--- src/source/priv_config.svh ---
/*
 * trap unit configuration macros
 *   machine word width
 *   interrupt synchronizer depth
 *   handler address after reset
 */
`ifndef PRIV_CONFIG_SVH
`define PRIV_CONFIG_SVH

// machine word width, also the CSR width
`define PRIV_XLEN 32
// flops per interrupt line ahead of the edge detector
`define PRIV_SYNC_STAGES 2
// direct mode handler base, low two bits zero
`define PRIV_MTVEC_RESET 32'h0000_0100

`endif
--- src/source/priv_types_pkg.sv ---
/*
 * trap unit shared types
 *   mstatus, mie, mip and mcause field layouts
 *   exception and interrupt cause codes
 *   machine trap CSR addresses
 */
`default_nettype none

`include "priv_config.svh"

package priv_types_pkg;

    // machine status, only mie, mpie and mpp are implemented
    typedef struct packed {
        logic [`PRIV_XLEN-14:0] wpri_hi;
        logic [1:0]             mpp;
        logic [2:0]             wpri_10_8;
        logic                   mpie;
        logic [2:0]             wpri_6_4;
        logic                   mie;
        logic [2:0]             wpri_2_0;
    } mstatus_t;

    // machine interrupt enables
    typedef struct packed {
        logic [`PRIV_XLEN-13:0] zero_hi;
        logic                   meie;
        logic [2:0]             zero_10_8;
        logic                   mtie;
        logic [2:0]             zero_6_4;
        logic                   msie;
        logic [2:0]             zero_2_0;
    } mie_t;

    // machine interrupt pending, same bit positions as mie
    typedef struct packed {
        logic [`PRIV_XLEN-13:0] zero_hi;
        logic                   meip;
        logic [2:0]             zero_10_8;
        logic                   mtip;
        logic [2:0]             zero_6_4;
        logic                   msip;
        logic [2:0]             zero_2_0;
    } mip_t;

    // standard exception codes, supervisor and user causes not present
    typedef enum logic [30:0] {
        INSN_MAL     = 31'd0,
        INSN_ACCESS  = 31'd1,
        ILLEGAL_INSN = 31'd2,
        BREAKPOINT   = 31'd3,
        L_ADDR_MAL   = 31'd4,
        L_FAULT      = 31'd5,
        S_ADDR_MAL   = 31'd6,
        S_FAULT      = 31'd7,
        ENV_CALL_M   = 31'd11
    } ex_code_t;

    // machine level interrupt codes
    typedef enum logic [30:0] {
        SOFT_INT_M  = 31'd3,
        TIMER_INT_M = 31'd7,
        EXT_INT_M   = 31'd11
    } int_code_t;

    typedef struct packed {
        logic        interrupt;
        logic [30:0] cause;
    } mcause_t;

    typedef logic [11:0] csr_addr_t;

    localparam csr_addr_t MSTATUS_ADDR = 12'h300;
    localparam csr_addr_t MIE_ADDR     = 12'h304;
    localparam csr_addr_t MTVEC_ADDR   = 12'h305;
    localparam csr_addr_t MEPC_ADDR    = 12'h341;
    localparam csr_addr_t MCAUSE_ADDR  = 12'h342;
    localparam csr_addr_t MTVAL_ADDR   = 12'h343;
    localparam csr_addr_t MIP_ADDR     = 12'h344;

endpackage

`default_nettype wire

--- src/source/priv_unit.sv ---
/*
 * machine mode trap unit top level
 *   interrupt capture, trap handler, CSR file
 */
`timescale 1ns/1ps
`default_nettype none

`include "priv_config.svh"

module priv_unit (
    input  wire                         CLK,
    input  wire                         nRST,
    input  wire                         ext_irq, soft_irq, timer_irq,
    input  wire                         breakpoint, fault_insn_access, illegal_insn,
    input  wire                         mal_insn, env_m, mal_s, mal_l, fault_s, fault_l,
    input  wire  [`PRIV_XLEN-1:0]       epc,
    input  wire  [`PRIV_XLEN-1:0]       tval,
    input  wire                         mret,
    input  wire                         pipe_clear,
    input  wire  priv_types_pkg::csr_addr_t csr_addr,
    input  wire  [`PRIV_XLEN-1:0]       csr_wdata,
    input  wire                         csr_wen,
    input  wire                         csr_ren,
    output logic                        trap_req,
    output logic [`PRIV_XLEN-1:0]       trap_vector,
    output logic [`PRIV_XLEN-1:0]       return_pc,
    output logic [`PRIV_XLEN-1:0]       csr_rdata,
    output logic                        csr_illegal
);

    import priv_types_pkg::*;

    // capture to handler pulses
    logic set_ext, set_soft, set_timer;
    logic clr_ext, clr_soft, clr_timer;

    // CSR state seen by the handler
    mstatus_t curr_mstatus;
    mie_t     curr_mie;
    mip_t     curr_mip;

    // handler to CSR file writes
    logic                  inject_mstatus, inject_mip, inject_mcause;
    logic                  inject_mepc, inject_mtval;
    mstatus_t              next_mstatus;
    mip_t                  next_mip;
    mcause_t               next_mcause;
    logic [`PRIV_XLEN-1:0] next_mepc;
    logic [`PRIV_XLEN-1:0] next_mtval;

    // every port name matches its net
    priv_irq_capture irq_capture0 (.*);

    priv_trap_handler trap_handler0 (.*);

    priv_csr_file csr_file0 (.*);

endmodule

`default_nettype wire

--- src/source/priv_csr_file.sv ---
/*
 * machine trap CSR storage
 *   mstatus, mie, mip, mcause, mepc, mtval, mtvec
 *   write masks, inject over core write merge
 *   read mux, illegal address flag, trap and return vectors
 */
`timescale 1ns/1ps
`default_nettype none

`include "priv_config.svh"

module priv_csr_file (
    input  wire                         CLK,
    input  wire                         nRST,
    input  wire  priv_types_pkg::csr_addr_t csr_addr,
    input  wire  [`PRIV_XLEN-1:0]       csr_wdata,
    input  wire                         csr_wen,
    input  wire                         csr_ren,
    input  wire                         inject_mstatus,
    input  wire  priv_types_pkg::mstatus_t next_mstatus,
    input  wire                         inject_mip,
    input  wire  priv_types_pkg::mip_t  next_mip,
    input  wire                         inject_mcause,
    input  wire  priv_types_pkg::mcause_t next_mcause,
    input  wire                         inject_mepc,
    input  wire  [`PRIV_XLEN-1:0]       next_mepc,
    input  wire                         inject_mtval,
    input  wire  [`PRIV_XLEN-1:0]       next_mtval,
    output priv_types_pkg::mstatus_t    curr_mstatus,
    output priv_types_pkg::mie_t        curr_mie,
    output priv_types_pkg::mip_t        curr_mip,
    output logic [`PRIV_XLEN-1:0]       csr_rdata,
    output logic                        csr_illegal,
    output logic [`PRIV_XLEN-1:0]       trap_vector,
    output logic [`PRIV_XLEN-1:0]       return_pc
);

    import priv_types_pkg::*;

    // mpp, mpie and mie
    localparam logic [`PRIV_XLEN-1:0] MSTATUS_WMASK = `PRIV_XLEN'h1888;
    // meie, mtie and msie
    localparam logic [`PRIV_XLEN-1:0] MIE_WMASK     = `PRIV_XLEN'h0888;
    // msip only, meip and mtip come from the capture side
    localparam logic [`PRIV_XLEN-1:0] MIP_WMASK     = `PRIV_XLEN'h0008;
    localparam logic [`PRIV_XLEN-1:0] ALIGN_MASK    = {{(`PRIV_XLEN-2){1'b1}}, 2'b00};

    mstatus_t              mstatus_q;
    mie_t                  mie_q;
    mip_t                  mip_q;
    mcause_t               mcause_q;
    logic [`PRIV_XLEN-1:0] mepc_q;
    logic [`PRIV_XLEN-1:0] mtval_q;
    logic [`PRIV_XLEN-1:0] mtvec_q;
    logic                  wr_mstatus, wr_mie, wr_mip, wr_mtvec;
    logic                  wr_mepc, wr_mcause, wr_mtval;
    logic                  addr_ok;

    // core write decode
    assign wr_mstatus = csr_wen & (csr_addr == MSTATUS_ADDR);
    assign wr_mie     = csr_wen & (csr_addr == MIE_ADDR);
    assign wr_mip     = csr_wen & (csr_addr == MIP_ADDR);
    assign wr_mtvec   = csr_wen & (csr_addr == MTVEC_ADDR);
    assign wr_mepc    = csr_wen & (csr_addr == MEPC_ADDR);
    assign wr_mcause  = csr_wen & (csr_addr == MCAUSE_ADDR);
    assign wr_mtval   = csr_wen & (csr_addr == MTVAL_ADDR);

    // control CSRs, inject always beats the core port
    always_ff @(posedge CLK or negedge nRST) begin
        if (!nRST) begin
            mstatus_q <= '0;
            mie_q     <= '0;
            mip_q     <= '0;
            mtvec_q   <= `PRIV_MTVEC_RESET;
        end else begin
            if (inject_mstatus) begin
                mstatus_q <= mstatus_t'(next_mstatus & MSTATUS_WMASK);
            end else if (wr_mstatus) begin
                mstatus_q <= mstatus_t'(csr_wdata & MSTATUS_WMASK);
            end
            if (wr_mie) begin
                mie_q <= mie_t'(csr_wdata & MIE_WMASK);
            end
            if (inject_mip) begin
                mip_q <= next_mip;
            end else if (wr_mip) begin
                // keep the hardware pending bits, replace msip
                mip_q <= mip_t'((mip_q & ~MIP_WMASK) | (csr_wdata & MIP_WMASK));
            end
            if (wr_mtvec) begin
                mtvec_q <= csr_wdata & ALIGN_MASK;
            end
        end
    end

    // trap payload registers
    always_ff @(posedge CLK) begin
        if (inject_mcause) begin
            mcause_q <= next_mcause;
        end else if (wr_mcause) begin
            mcause_q <= mcause_t'(csr_wdata);
        end
        // mepc is always word aligned
        if (inject_mepc) begin
            mepc_q <= next_mepc & ALIGN_MASK;
        end else if (wr_mepc) begin
            mepc_q <= csr_wdata & ALIGN_MASK;
        end
        if (inject_mtval) begin
            mtval_q <= next_mtval;
        end else if (wr_mtval) begin
            mtval_q <= csr_wdata;
        end
    end

    // read mux, unknown addresses read zero
    always_comb begin
        addr_ok = 1'b1;
        case (csr_addr)
            MSTATUS_ADDR: csr_rdata = mstatus_q;
            MIE_ADDR:     csr_rdata = mie_q;
            MIP_ADDR:     csr_rdata = mip_q;
            MTVEC_ADDR:   csr_rdata = mtvec_q;
            MEPC_ADDR:    csr_rdata = mepc_q;
            MCAUSE_ADDR:  csr_rdata = mcause_q;
            MTVAL_ADDR:   csr_rdata = mtval_q;
            default: begin
                csr_rdata = '0;
                addr_ok   = 1'b0;
            end
        endcase
    end

    assign csr_illegal  = (csr_ren | csr_wen) & ~addr_ok;
    assign curr_mstatus = mstatus_q;
    assign curr_mie     = mie_q;
    assign curr_mip     = mip_q;
    // direct mode, every trap enters at mtvec
    assign trap_vector  = mtvec_q;
    assign return_pc    = mepc_q;

endmodule

`default_nettype wire

--- src/source/priv_trap_handler.sv ---
/*
 * trap decision logic
 *   exception and interrupt ranking
 *   trap entry and mret return
 *   next CSR values with their inject strobes
 */
`timescale 1ns/1ps
`default_nettype none

`include "priv_config.svh"

module priv_trap_handler (
    input  wire                       CLK,
    input  wire                       nRST,
    input  wire                       set_ext, set_soft, set_timer,
    input  wire                       clr_ext, clr_soft, clr_timer,
    input  wire                       breakpoint, fault_insn_access, illegal_insn,
    input  wire                       mal_insn, env_m, mal_s, mal_l, fault_s, fault_l,
    input  wire  [`PRIV_XLEN-1:0]     epc,
    input  wire  [`PRIV_XLEN-1:0]     tval,
    input  wire                       mret,
    input  wire                       pipe_clear,
    input  wire  priv_types_pkg::mstatus_t curr_mstatus,
    input  wire  priv_types_pkg::mie_t     curr_mie,
    input  wire  priv_types_pkg::mip_t     curr_mip,
    output logic                      trap_req,
    output logic                      inject_mstatus,
    output priv_types_pkg::mstatus_t  next_mstatus,
    output logic                      inject_mip,
    output priv_types_pkg::mip_t      next_mip,
    output logic                      inject_mcause,
    output priv_types_pkg::mcause_t   next_mcause,
    output logic                      inject_mepc,
    output logic [`PRIV_XLEN-1:0]     next_mepc,
    output logic                      inject_mtval,
    output logic [`PRIV_XLEN-1:0]     next_mtval
);

    import priv_types_pkg::*;

    ex_code_t  ex_src;
    int_code_t int_src;
    logic      exception;
    logic      interrupt_fired;
    // first cycle of a fired interrupt, the cycle the trap is taken
    logic      take_int;
    logic      interrupt_reg;
    logic      update_mie;
    logic      tval_cause;

    // exception ranking, breakpoint highest
    always_comb begin
        exception = 1'b1;
        ex_src    = INSN_MAL;
        if (breakpoint)             ex_src = BREAKPOINT;
        else if (fault_insn_access) ex_src = INSN_ACCESS;
        else if (illegal_insn)      ex_src = ILLEGAL_INSN;
        else if (mal_insn)          ex_src = INSN_MAL;
        else if (env_m)             ex_src = ENV_CALL_M;
        else if (mal_s)             ex_src = S_ADDR_MAL;
        else if (mal_l)             ex_src = L_ADDR_MAL;
        else if (fault_s)           ex_src = S_FAULT;
        else if (fault_l)           ex_src = L_FAULT;
        else                        exception = 1'b0;
    end

    // interrupt ranking over pending and enabled bits, timer is the fallback
    always_comb begin
        int_src = TIMER_INT_M;
        if (curr_mie.meie && curr_mip.meip)      int_src = EXT_INT_M;
        else if (curr_mie.msie && curr_mip.msip) int_src = SOFT_INT_M;
    end

    assign interrupt_fired = curr_mstatus.mie & ((curr_mie.meie & curr_mip.meip)
                                               | (curr_mie.msie & curr_mip.msip)
                                               | (curr_mie.mtie & curr_mip.mtip));
    assign take_int = interrupt_fired & ~update_mie;

    // exceptions raise the request at once, interrupts from the held flag
    assign trap_req = exception | interrupt_reg;

    // mip follows the capture pulses, set wins over clear
    assign inject_mip = set_ext | set_soft | set_timer | clr_ext | clr_soft | clr_timer;
    always_comb begin
        next_mip      = curr_mip;
        next_mip.meip = set_ext   | (curr_mip.meip & ~clr_ext);
        next_mip.msip = set_soft  | (curr_mip.msip & ~clr_soft);
        next_mip.mtip = set_timer | (curr_mip.mtip & ~clr_timer);
    end

    // trap entry stacks mie into mpie, mret pops it back
    assign inject_mstatus = exception | take_int | mret;
    always_comb begin
        next_mstatus = curr_mstatus;
        if (exception || take_int) begin
            next_mstatus.mpie = curr_mstatus.mie;
            next_mstatus.mie  = 1'b0;
        end else if (mret) begin
            next_mstatus.mie  = curr_mstatus.mpie;
            next_mstatus.mpie = 1'b0;
        end
    end

    // exception in the same cycle takes cause and epc
    assign inject_mcause = exception | take_int;
    always_comb begin
        next_mcause = '0;
        if (exception) begin
            next_mcause.cause = ex_src;
        end else begin
            next_mcause.interrupt = 1'b1;
            next_mcause.cause     = int_src;
        end
    end

    assign inject_mepc = exception | take_int;
    assign next_mepc   = epc;

    // breakpoint, ecall and interrupts leave mtval zero
    assign tval_cause   = exception & (ex_src != BREAKPOINT) & (ex_src != ENV_CALL_M);
    assign inject_mtval = exception | take_int;
    assign next_mtval   = tval_cause ? tval : '0;

    // mie drops right after entry, so hold the request until the flush ends
    always_ff @(posedge CLK or negedge nRST) begin
        if (!nRST) begin
            interrupt_reg <= 1'b0;
            update_mie    <= 1'b0;
        end else begin
            if (interrupt_fired) begin
                interrupt_reg <= 1'b1;
            end else if (pipe_clear) begin
                interrupt_reg <= 1'b0;
            end
            // one-cycle clip so mpie and mepc see a single write
            update_mie <= take_int;
        end
    end

endmodule

`default_nettype wire

--- src/source/priv_irq_capture.sv ---
/*
 * interrupt line capture
 *   synchronizer chain per request line
 *   registered rising and falling edge pulses
 */
`timescale 1ns/1ps
`default_nettype none

`include "priv_config.svh"

module priv_irq_capture (
    input  wire  CLK,
    input  wire  nRST,
    input  wire  ext_irq,
    input  wire  soft_irq,
    input  wire  timer_irq,
    output logic set_ext,
    output logic set_soft,
    output logic set_timer,
    output logic clr_ext,
    output logic clr_soft,
    output logic clr_timer
);

    // bit order everywhere here is {ext, soft, timer}
    logic [2:0] irq_in;
    logic [2:0] sync_q [`PRIV_SYNC_STAGES];
    logic [2:0] sync_out;
    // previous synchronized level, for edge detection
    logic [2:0] last_q;
    logic [2:0] set_q;
    logic [2:0] clr_q;

    assign irq_in   = {ext_irq, soft_irq, timer_irq};
    assign sync_out = sync_q[`PRIV_SYNC_STAGES-1];

    always_ff @(posedge CLK or negedge nRST) begin
        if (!nRST) begin
            for (int i = 0; i < `PRIV_SYNC_STAGES; i++) begin
                sync_q[i] <= '0;
            end
            last_q <= '0;
            set_q  <= '0;
            clr_q  <= '0;
        end else begin
            sync_q[0] <= irq_in;
            for (int i = 1; i < `PRIV_SYNC_STAGES; i++) begin
                sync_q[i] <= sync_q[i-1];
            end
            last_q <= sync_out;
            // edges only, so a held line cannot re-set mip once software clears it
            set_q  <= sync_out & ~last_q;
            clr_q  <= ~sync_out & last_q;
        end
    end

    assign {set_ext, set_soft, set_timer} = set_q;
    assign {clr_ext, clr_soft, clr_timer} = clr_q;

endmodule

`default_nettype wire

--- config.mk ---
export PLATFORM = sky130hd
export DESIGN_NAME = priv_unit
export DESIGN_NICKNAME = d
export VERILOG_FILES = /design/src/source/priv_types_pkg.sv /design/src/source/priv_unit.sv /design/src/source/priv_csr_file.sv /design/src/source/priv_trap_handler.sv /design/src/source/priv_irq_capture.sv
export VERILOG_INCLUDE_DIRS = /design/src /design/src/source
export SDC_FILE = /design/constraint.sdc
export NUM_CORES = 1
export LEC_CHECK = 0
export ABC_CLOCK_PERIOD_IN_PS = 4500
export BUFFER_PORTS_ARGS = -buffer_cell sky130_fd_sc_hd__buf_2
export CORE_MARGIN = 10
export CORE_UTILIZATION = 43
export CTS_BUF_LIST = sky130_fd_sc_hd__clkbuf_4 sky130_fd_sc_hd__clkbuf_8
export DETAILED_ROUTE_END_ITERATION = 10
export PLACE_DENSITY = 0.75
export SYNTH_ARGS = -nofsm -noshare
export SYNTH_HDL_FRONTEND = slang
export SYNTH_SLANG_ARGS = --single-unit
--- constraint.sdc ---
create_clock -name CLK -period 4.5 [get_ports CLK]
set_input_delay 0.675 -clock CLK [delete_from_list [all_inputs] [get_ports CLK]]
set_output_delay 0.675 -clock CLK [all_outputs]
set_load 0.1 [all_outputs]
Yosys cells after proc, flatten, opt, wreduce, memory -nomap -nowiden

Index checks and enable logic that the tools add are counted.
Widths: inputs -> output; s select.

Bits in registers: 208
Input bits: 126
Logic and storage cells: 137

Equal/unequal tests: 10
Multiplexer cells: 41
Bitwise gates (word level): 44
Reductions and logical operators: 13

Operator list:

| kind                 | count |
|---|---|
| $mux 31              | 10 |
| $mux 32              | 9 |
| $pmux 32 s7          | 1 |
| $eq 12x10->1 const B | 7 |
| $or 32x4->32         | 1 |
| $ne 31x2->1 const B  | 1 |
| $ne 31x4->1 const B  | 1 |
| $mux 12              | 2 |
| $and 1x1->1          | 18 |
| $mux 1               | 17 |
| $or 1x1->1           | 14 |
| $reduce_bool 2->1    | 6 |
| $not 1->1            | 7 |
| $reduce_or 7->1      | 1 |
| $and 3x3->3          | 2 |
| $mux 3               | 2 |
| $not 3->3            | 2 |
| $reduce_and 2->1     | 3 |
| $ne 3x3->1 const B   | 1 |
| $logic_and 1x1->1    | 2 |
| $logic_or 1x1->1     | 1 |

Logic depth before layout (Yosys ltp)

Gate-level depths: netlist (run 1).

Depth after elaboration: 14
Mapped depth: 7

Cells and area by module

A second synthesis (run 1) with hierarchy kept.

Cells, all modules: 800
Area, all modules: 10042.1 µm²

By module, submodules not included:

| module            | times used | cells each | area an instance (µm²) | seq. area each (µm²) |
|---|---|---|---|---|
| priv_csr_file     | 1          | 581        | 8204.1                 | 4550.6 |
| priv_trap_handler | 1          | 198        | 1410.1                 | 50.0 |
| priv_irq_capture  | 1          | 21         | 427.9                  | 375.4 |

Worst setup path before layout (run 1)

Ideal clock, no wire load.

Kind: input-to-output
From: in csr_addr[10]
To: out csr_illegal
Arrival time: 3543 ps
Required time: 3825 ps
Setup slack: 282 ps
Cell stages on the path: 6
Path buffers: 1
Cells stage by stage: nand4bb_1 nor4_4 nand2_1 clkbuf_1 o211ai_1 nor3_1

Cells in the longest elaborated chain, start to end: 5

RTL lines:

| element                       | RTL line             | source |
|---|---|---|
| from (decl)                   | priv_unit.sv:20      | `input wire priv_types_pkg::csr_addr_t csr_addr,` |
| $eq 12x10->1                  | priv_csr_file.sv:119 | `case (csr_addr)` |
| $reduce_or 7->1 (no line) (*) | -                    |  |
| $mux 1 (*)                    | priv_csr_file.sv:119 |  |
| $not 1->1 (*)                 | priv_csr_file.sv:134 | `assign csr_illegal = (csr_ren \| csr_wen) & ~addr_ok;` |
| $and 1x1->1 (*)               | priv_csr_file.sv:134 |  |
| to (decl)                     | priv_unit.sv:28      | `output logic csr_illegal` |

Every way passes the cells marked *; elsewhere a longest branch is shown, timed or not.

Worst setup path after layout (run 1)

From: in csr_addr[2]
To: out csr_rdata[14]

Cells in the longest elaborated chain, start to end: 2

RTL lines:

| element         | RTL line             | source |
|---|---|---|
| $eq 12x10->1    | priv_csr_file.sv:119 |  |
| $pmux 32 s7 (*) | priv_csr_file.sv:119 |  |
| to (decl)       | priv_unit.sv:27      | `` output logic [`PRIV_XLEN-1:0] csr_rdata, `` |

Marked as above.

==> impl_results.md, run 1 <==
- Post-cts resize count: 0
- # H-tree levels: 4
- First-pass GRT wire length: 31,500 um
- Final setup viols: 0
- Diode count: 0
- Vias in the first global route: 5,646
- Worst R2R Start: csr_file0.curr_mip[11]
- MaxCap Viol Count: 0
- Maximum clock path buffer count: 2
- Num ports: 224
- Drt drc: 0
- Row count: 46
- Initial DRC count: 402
- Slew Limit Fails: 0
- Post-synth EDFFs: 94
- Placed Area: 0.00825 mm2
- Period minus WS final: 3.66 ns
- Worst R2R End: csr_file0.return_pc[23]
- Area leader, netlist: edfxtp_1
- Top layer in use: met5
- Design area: 0.00864 mm2
- Die height: 147 um
- Post-synth ARST share: 0.377
- Post-Syn Instances: 592
- FF+latch area: 0.00425 mm2
- Worst Path Required: 3.83 ns
- Post-CTS Setup Bufs: 0
- Synth top area cells: edfxtp_1 41%, dfrtp_1 20%, nand2_1 5.7%, mux2_1 4.9%, mux2i_1 4.8%
- Leading cell type in the layout, fill and taps excluded: buf_2
- GP Congestion: 0.838
- Multi-input gate area: 0.00229 mm2
- Leakage: 0.00457 uW
- Clock latency at the later pin of the worst-skew pair: 0.45 ns
- CP endpoint kind: output pin
- Reg2reg setup slack: 1.74 ns
- Port bufs: 217
- Ys flop type: edfxtp_1
- Mapped cell area: 0.00693 mm2
- Register bit count reported by yosys: 151
- Starting density of the core: 0.438
- Largest regs: csr_file0.mcause_q: 32 flops, csr_file0.mtval_q: 32 flops
- Global router's overall resource usage: 0.186
- R2r worst-path depth: 4
- Hpwl dp: 14,300 um
- Drt pass-1 iters: 5
- Worst Hold Class: primary input to async pin
- Synth unique cells: 47
- Synthesized area per cell: 11.7 um2
- FMAX: 273 MHz
- Met2 wire length: 9970 um
- Crit share post-route: 0.813
- Grt ovf: 0
- Slew HR: 0.352
- Routed wl met3: 1960 um
- Final Hold Viols: 0
- Status: completed
- Post-route ant nets: 0
- Initial antenna violation count: 2
- VDD IR max: 0.000168 V
- M1 WL: 8450 um
- Crit path launch type: primary input
- Vias/cell: 5.14
- Largest net degree at the start of global routing: 35
- Final WS setup: 0.842 ns
- YS warnings: 0
- Power, Total: 2900 uW
- CTS buffer count: 17
- Setup TNS: 0 ns
- # clock sinks: 151
- Via Count: 5,323
- Unrepaired setup endpoints after global routing: false
- Setup crit start: csr_addr[2]
- Overall die width: 147 um
- Clock slew at reported path FFs: 0.10 ns
- Root buf cell: clkbuf_8
- Layout Area Growth over Synthesis: 24.7%
- CTS tree: done
- Die area: 0.0216 mm2
- Layout Nets: 932
- Placeable Area: 0.0158 mm2
- Final Skew: 0.0210 ns
- Most frequent cells in the layout: 215 x buf_2, 103 x nand2_1, 94 x edfxtp_1
- Drt total wl: 20,600 um
- Dpl ws: 0.841 ns
- Yosys top cell area share: 0.408
- Fillers: 1,387
- CTS Hold Bufs: 0
- Critical Path Fanout Max: 23
- Worst Hold Margin: 0.239 ns
- Sequential area share after synthesis: 0.614
- DR WL/cell: 19.9 um
- Pwr dens: 336 mW/mm2
- Worst Setup Path Type: primary input to output pin
- Worst path arrival time: 2.98 ns
- Slew @ Worst Pin: 0.969 ns
- Layout cell share with drive strength beyond 1: 0.343
[power by group]
| group | internal (uW) | total [uW] | switching (uW) | leakage [uW] |
|---|---|---|---|---|
| clock network | 468 | 1030 | 560 | 0.000197 |
| logic | 89.5 | 328 | 238 | 0.00253 |
| registers | 1520 | 1540 | 22.4 | 0.00184 |
[routing by layer]
metal,vias up,GRT usage
met1,2533,0.225
met2,261,0.311
met3,15,0.0666
met4,4,0.0486
met5,-,0
li1,2510,-
[stage by stage]
step,util,instances
2_1_floorplan,-,595
3_3_place_gp,0.522,1003
3_5_place_dp,0.522,1003
4_1_cts,0.546,1035
5_1_grt,0.546,1035
6_report,0.546,1035
[logic make-up after synthesis]
family                 share of synthesized area
AO/OA/AOI/OAI                              0.102
buffers and inverters                     0.0600
flip-flops                                 0.614
multiplexers                               0.106
other                                   0.000541
AND/OR/NAND/NOR                            0.117
[cell type report]
class / instances / share of cell area
sequential: 151 / 0.492
tap: 216 / 0.0313
clock inverter: 14 / 0.0155
clock buffer: 18 / 0.0287
timing repair buffer: 225 / 0.138
inverter: 67 / 0.0291
multi-input combinational: 344 / 0.266
[worst max-delay path, cell delays in order]
cell and delay [ns]:
buf_2 0.11, or4_4 0.57, nor4_4 0.21, nand2_1 0.19
nor2_4 0.35, buf_12 0.24, a221o_1 0.19, buf_2 0.44
[synthesized netlist by cell type (7+ instances only)]
master,number
mux2i_1,33
buf_4,7
clkbuf_1,10
inv_1,67
edfxtp_1,94
mux2_1,30
nand2_1,105
dfrtp_1,56
o21ai_0,41
nor2_1,35
nor2b_1,7
a221o_1,30
buf_2,11
[how the worst max path moves through the flow]
stage	to	slack (ns)	cells past startpoint
detailed placement	csr_rdata[14]	0.84	8
global placement	csr_rdata[6]	0.87	8
floorplan	csr_illegal	0.28	6
CTS	csr_rdata[14]	0.84	8
finish	csr_rdata[14]	0.84	8
global route	csr_rdata[14]	0.75	8
Note: power is estimated with default switching activity, not from simulation.
==> run 2: changes to the inputs <==
--- a/config.mk
+++ b/config.mk
@@ -6,13 +6,13 @@
 export SDC_FILE = /design/constraint.sdc
 export NUM_CORES = 1
 export LEC_CHECK = 0
-export ABC_CLOCK_PERIOD_IN_PS = 4500
+export ABC_CLOCK_PERIOD_IN_PS = 3200
 export BUFFER_PORTS_ARGS = -buffer_cell sky130_fd_sc_hd__buf_2
 export CORE_MARGIN = 10
 export CORE_UTILIZATION = 43
 export CTS_BUF_LIST = sky130_fd_sc_hd__clkbuf_4 sky130_fd_sc_hd__clkbuf_8
 export DETAILED_ROUTE_END_ITERATION = 10
-export PLACE_DENSITY = 0.75
+export PLACE_DENSITY = 0.78
 export SYNTH_ARGS = -nofsm -noshare
 export SYNTH_HDL_FRONTEND = slang
 export SYNTH_SLANG_ARGS = --single-unit
==> constraint.sdc (replaced) <==
create_clock -name CLK -period 3.2 [get_ports CLK]
set_input_delay 0.48 -clock CLK [delete_from_list [all_inputs] [get_ports CLK]]
set_output_delay 0.48 -clock CLK [all_outputs]
set_load 0.1 [all_outputs]
==> impl_results.md, run 2 (synthesized netlist as in run 1, its figures left out) <==
- Clock slew at reported path FFs: 0.08 ns (was 0.10 ns)
- Worst path arrival time: 2.43 ns (was 2.98 ns)
- Worst Hold Class: primary input to flip-flop (was primary input to async pin)
- Design area: 0.00924 mm2 (was 0.00864 mm2)
- Row count: 46 (unchanged)
- Layout Area Growth over Synthesis: 33.4% (was 24.7%)
- Fillers: 1,283 (was 1,387)
- Maximum clock path buffer count: 2 (unchanged)
- Most frequent cells in the layout: 185 x buf_2, 103 x nand2_1, 94 x edfxtp_1 (was 215 x buf_2, 103 x nand2_1, 94 x edfxtp_1)
- Clock latency at the later pin of the worst-skew pair: 0.44 ns (was 0.45 ns)
- DR WL/cell: 19.9 um (about the same)
- Inst Count DP: 1,019 (was 1,003)
- FMAX: 343 MHz
- Worst Setup Path Type: primary input to output pin (unchanged)
- Post-CTS Setup Bufs: 0 (unchanged)
- GP Congestion: 0.858 (was 0.838)
- VDD IR max: 0.000227 V (was 0.000168 V)
- Overall die width: 147 um (unchanged)
- Largest regs: csr_file0.mcause_q: 32 flops, csr_file0.mtval_q: 32 flops (unchanged)
- Drt total wl: 20,900 um (was 20,600 um)
- Via Count: 5,389 (was 5,323)
- Layout Nets: 948 (was 932)
- Drt pass-1 iters: 5 (unchanged)
- MaxCap Viol Count: 0 (unchanged)
- Vias in the first global route: 5,692 (was 5,646)
- Final Skew: 0.00990 ns (was 0.0210 ns)
- Slew HR: 0.318 (was 0.352)
- CTS tree: done (unchanged)
- Worst-path cell chain: buf_2 -> or4_4 -> nor4_4 -> nand2_1 -> buf_4 -> o21ai_1 -> a221o_1 -> buf_12 (was buf_2 -> or4_4 -> nor4_4 -> nand2_1 -> nor2_4 -> buf_12 -> a221o_1 -> buf_2)
- CP endpoint kind: output pin (unchanged)
- # H-tree levels: 4 (unchanged)
- Worst Path Required: 2.72 ns (was 3.83 ns)
- Hold path start: soft_irq
- Largest stage delay on the critical path: 0.57 ns (about the same)
- Worst Hold Path EP: irq_capture0.sync_q[4]
- Post-cts resize count: 0 (unchanged)
- Largest net degree at the start of global routing: 42 (was 35)
- CTS buffer count: 17 (unchanged)
- Worst R2R End: csr_file0.return_pc[27] (was csr_file0.return_pc[23])
- # clock sinks: 151 (unchanged)
- Critical Path Fanout Max: 10 (was 23)
- Slew Limit Fails: 0 (unchanged)
- Period minus WS final: 2.91 ns
- Diode count: 0 (unchanged)
- R2r worst-path depth: 5 (was 4)
- Initial antenna violation count: 2 (unchanged)
- CTS Hold Bufs: 0 (unchanged)
- Final Hold Viols: 0 (unchanged)
- Non-Filler Instances: 1,051 (was 1,035)
- Drt drc: 0 (unchanged)
- Crit path launch type: primary input (unchanged)
- Hpwl dp: 15,300 um (was 14,300 um)
- Global router's overall resource usage: 0.190 (was 0.186)
- Die area: 0.0216 mm2 (unchanged)
- Post-route ant nets: 0 (unchanged)
- Hold depth: 1
- Port bufs: 217 (unchanged)
- Reg2reg setup slack: 0.96 ns (was 1.74 ns)
- Num ports: 224 (unchanged)
- Slew @ Worst Pin: 1.02 ns (was 0.969 ns)
- Placeable Area: 0.0158 mm2 (unchanged)
- Root buf cell: clkbuf_8 (unchanged)
- Die height: 147 um (unchanged)
- Multi-input gate area: 0.00230 mm2 (was 0.00229 mm2)
- Worst Hold Margin: 0.138 ns (was 0.239 ns)
- Placed Area: 0.00884 mm2 (was 0.00825 mm2)
- Vias/cell: 5.13 (was 5.14)
- Setup TNS: 0 ns (unchanged)
- Worst R2R Start: csr_file0.curr_mie[11] (was csr_file0.curr_mip[11])
- Initial DRC count: 314 (was 402)
- Pwr dens: 446 mW/mm2 (was 336 mW/mm2)
- Grt ovf: 0 (unchanged)
- Starting density of the core: 0.438 (unchanged)
- Leading cell type in the layout, fill and taps excluded: buf_2 (unchanged)
- Layout cell share with drive strength beyond 1: 0.356 (was 0.343)
- CP max-delay cell: or4_4 (unchanged)
- Final setup viols: 0 (unchanged)
- First-pass GRT wire length: 31,900 um (was 31,500 um)
- Unrepaired setup endpoints after global routing: false (unchanged)
- FF+latch area: 0.00425 mm2 (unchanged)
- Leakage: 0.00473 uW (was 0.00457 uW)
- Crit share post-route: 0.911
- Status: completed (unchanged)
-- run 2: worst max-delay path, delay by kind of cell --
| family | cells | cell delay, ns |
|---|---|---|
| AO/OA/AOI/OAI | 2 | 0.36 |
| buffers and inverters | 3 | 0.57 |
| AND/OR/NAND/NOR | 3 | 1.02 |
-- run 2: worst max path at each step --
stage | startpoint | slack [ns] | end
final | csr_addr[2] | 0.29 | csr_rdata[7]
after global placement | csr_addr[2] | 0.34 | csr_rdata[7]
after floorplan | csr_addr[10] | 0.22 | csr_illegal
after global routing | csr_addr[2] | 0.19 | csr_rdata[6]
after detailed placement | csr_addr[2] | 0.30 | csr_rdata[7]
after CTS | csr_addr[2] | 0.30 | csr_rdata[7]
-- run 2: final cells by class --
cell class              count  share of cell area
flip-flops and latches    151               0.460
multi-input cells         344               0.248
repair buffers            241               0.192
well taps                 216              0.0292
clock buffers              19              0.0283
inverters                  67              0.0272
clock inverters            13              0.0150
-- run 2: metrics by stage --
stage	setup WS [ns]	util	total power, uW
floorplan	0.216	-	2510
global placement	0.342	0.558	2670
detailed placement	0.301	0.558	2680
CTS	0.295	0.584	4150
global route	0.188	0.584	4270
finish	0.286	0.584	4120
-- run 2: report_power, final --
group / internal (uW) / leakage, uW / switching (uW)
sequential: 2140 / 0.00184 / 30.5
clock: 743 / 0.000212 / 740
combinational: 128 / 0.00269 / 337
total: 3010 / 0.00473 / 1110
-- run 2: per-layer routing --
metal  track usage  wire, um  share of wire
met4        0.0723       447          0.021
met2         0.317     10300           0.49
met3        0.0531      1660          0.079
met1         0.228      8500           0.41
met5             0        21         0.0010
==> run 3: changes to the inputs <==
--- a/config.mk
+++ b/config.mk
@@ -7,7 +7,7 @@
 export NUM_CORES = 1
 export LEC_CHECK = 0
 export ABC_CLOCK_PERIOD_IN_PS = 3200
-export BUFFER_PORTS_ARGS = -buffer_cell sky130_fd_sc_hd__buf_2
+export BUFFER_PORTS_ARGS = -buffer_cell sky130_fd_sc_hd__buf_4
 export CORE_MARGIN = 10
 export CORE_UTILIZATION = 43
 export CTS_BUF_LIST = sky130_fd_sc_hd__clkbuf_4 sky130_fd_sc_hd__clkbuf_8
==> impl_results.md, run 3 (synthesized netlist as in run 1, its figures left out) <==
- Status: completed (unchanged)
- Unrepaired setup endpoints after global routing: false (unchanged)
- CTS buffer count: 17 (unchanged)
- Worst R2R Start: csr_file0.curr_mie[11] (unchanged)
- Seq pwr share: 0.534 (was 0.527)
- Clock latency at the later pin of the worst-skew pair: 0.44 ns (about the same)
- Row count: 46 (unchanged)
- Met3 Use GR: 0.0494 (was 0.0531)
- Most frequent cells in the layout: 231 x buf_4, 103 x nand2_1, 94 x edfxtp_1 (was 185 x buf_2, 103 x nand2_1, 94 x edfxtp_1)
- Drt total wl: 20,900 um (about the same)
- Post-route ant nets: 0 (unchanged)
- Global router's overall resource usage: 0.189 (was 0.190)
- R2r worst-path depth: 5 (unchanged)
- Worst Hold Class: primary input to async pin (was primary input to flip-flop)
- Slew Limit Fails: 0 (unchanged)
- Worst R2R End: csr_file0.curr_mstatus[11] (was csr_file0.return_pc[27])
- Reg2reg setup slack: 0.81 ns (was 0.96 ns)
- GR Util met2: 0.320 (was 0.317)
- Port bufs: 217 (unchanged)
- Final Hold Viols: 0 (unchanged)
- Die height: 147 um (unchanged)
- Root buf cell: clkbuf_8 (unchanged)
- Combinational share of power: 0.128 (was 0.113)
- Die area: 0.0216 mm2 (unchanged)
- Pwr dens: 439 mW/mm2 (was 446 mW/mm2)
- Worst path arrival time: 2.47 ns (was 2.43 ns)
- Leakage: 0.00474 uW (was 0.00473 uW)
- Clock group share of total power: 0.338 (was 0.360)
- Diode count: 0 (unchanged)
- Net Sw Power: 1180 uW (was 1110 uW)
- Layout Area Growth over Synthesis: 33.6% (was 33.4%)
- Switching Fraction: 0.289 (was 0.269)
- Met1 GRT Util: 0.229 (was 0.228)
- Final Skew: 0.00822 ns (was 0.00990 ns)
- GP Congestion: 0.828 (was 0.858)
- Crit path launch type: primary input (unchanged)
- Placeable Area: 0.0158 mm2 (unchanged)
- CP endpoint kind: output pin (unchanged)
- Crit share post-route: 0.921 (was 0.911)
- Num ports: 224 (unchanged)
- Vias/cell: 5.15 (was 5.13)
- Largest net degree at the start of global routing: 58 (was 42)
- CTS Hold Bufs: 0 (unchanged)
- Layout cell share with drive strength beyond 1: 0.351 (was 0.356)
- Critical Path Fanout Max: 17 (was 10)
- Initial DRC count: 286 (was 314)
- Slew HR: 0.448 (was 0.318)
- # H-tree levels: 4 (unchanged)
- # clock sinks: 151 (unchanged)
- GR peak layer: met2 (unchanged)
- Worst Path Required: 2.72 ns (about the same)
- Worst Setup Path Type: primary input to output pin (unchanged)
- Final setup viols: 0 (unchanged)
- VDD IR max: 0.000255 V (was 0.000227 V)
- DR WL/cell: 20.0 um (was 19.9 um)
- First-pass GRT wire length: 32,000 um (was 31,900 um)
- Grt ovf: 0 (unchanged)
- Setup TNS: 0 ns (unchanged)
- Maximum clock path buffer count: 2 (unchanged)
- Initial antenna violation count: 1 (was 2)
- CTS tree: done (unchanged)
- Post-CTS Setup Bufs: 0 (unchanged)
- MaxCap Viol Count: 0 (unchanged)
- P_int: 2890 uW (was 3010 uW)
- Period minus WS final: 2.95 ns (was 2.91 ns)
- Via Count: 5,377 (was 5,389)
- Leading cell type in the layout, fill and taps excluded: buf_4 (was buf_2)
- Layout Nets: 942 (was 948)
- Overall die width: 147 um (unchanged)
- FMAX: 339 MHz (was 343 MHz)
- Slew @ Worst Pin: 0.828 ns (was 1.02 ns)
- Vias in the first global route: 5,715 (was 5,692)
- Dpl ws: 0.261 ns (was 0.301 ns)
- Drt drc: 0 (unchanged)
- Clock slew at reported path FFs: 0.09 ns (was 0.08 ns)
- Drt pass-1 iters: 5 (unchanged)
- Post-cts resize count: 0 (unchanged)
- Largest regs: csr_file0.mcause_q: 32 flops, csr_file0.mtval_q: 32 flops (unchanged)
- Final WS setup: 0.251 ns (was 0.286 ns)
- Hpwl dp: 15,000 um (was 15,300 um)
- Fillers: 1,323 (was 1,283)
- Starting density of the core: 0.438 (unchanged)
==> run 3: changes by cell type in the layout (fill, tap and decap cells not counted), sizes merged <==
cell and delta:
inv +2, clkbuf -2, buf -6, clkinv +2
bufinv -2
==> run 3: final cells by class <==
class,instances,area [um2],share of cell area
flip-flops and latches,151,4250,0.459
inverters,67,251,0.0272
clock inverters,15,134,0.0145
repair buffers,235,1810,0.196
clock buffers,17,234,0.0253
well taps,216,270,0.0292
multi-input cells,344,2300,0.248
==> run 3: worst max-delay path by stage <==
stage,end,depth (start not counted),slack [ns],from
5_1_grt,csr_rdata[13],8,0.17,csr_addr[2]
6_report,csr_rdata[9],8,0.25,csr_addr[2]
2_1_floorplan,csr_illegal,6,0.22,csr_addr[10]
3_3_place_gp,csr_rdata[7],8,0.29,csr_addr[2]
4_1_cts,csr_rdata[13],8,0.26,csr_addr[2]
3_5_place_dp,csr_rdata[13],8,0.26,csr_addr[2]
==> run 3: through the flow <==
| step | instances | util | power, uW | cell area, um2 | hold WS [ns] |
|---|---|---|---|---|---|
| 2_1_floorplan | 595 | - | 2510 | 6940 | 0.184 |
| 3_3_place_gp | 1013 | 0.561 | 2720 | 8880 | 0.335 |
| 3_5_place_dp | 1013 | 0.561 | 2730 | 8880 | 0.336 |
| 4_1_cts | 1045 | 0.584 | 4090 | 9250 | 0.103 |
| 5_1_grt | 1045 | 0.584 | 4210 | 9250 | 0.0994 |
| 6_report | 1045 | 0.584 | 4060 | 9250 | 0.129 |
==> run 3: layer usage <==
layer | part of all wire | vias up
met1 | 0.41 | 2605
met5 | 0.00034 | -
li1 | - | 2518
met2 | 0.50 | 222
met4 | 0.017 | 2
met3 | 0.075 | 30
==> run 3: power by group through the flow <==
stage          Combinational, uW  Sequential, uW  Clock (uW)
2_1_floorplan                139            2370           0
3_3_place_gp                 515            2210           0
3_5_place_dp                 521            2210           0
4_1_cts                      522            2170        1400
5_1_grt                      550            2180        1480
6_report                     520            2170        1380
==> run 3: critical path, cell delays in order <==
cell	delay [ns]
buf_4	0.12
or4_4	0.57
nor4_4	0.20
nand2_1	0.21
nor2_4	0.20
buf_12	0.19
a221o_1	0.19
buf_4	0.30
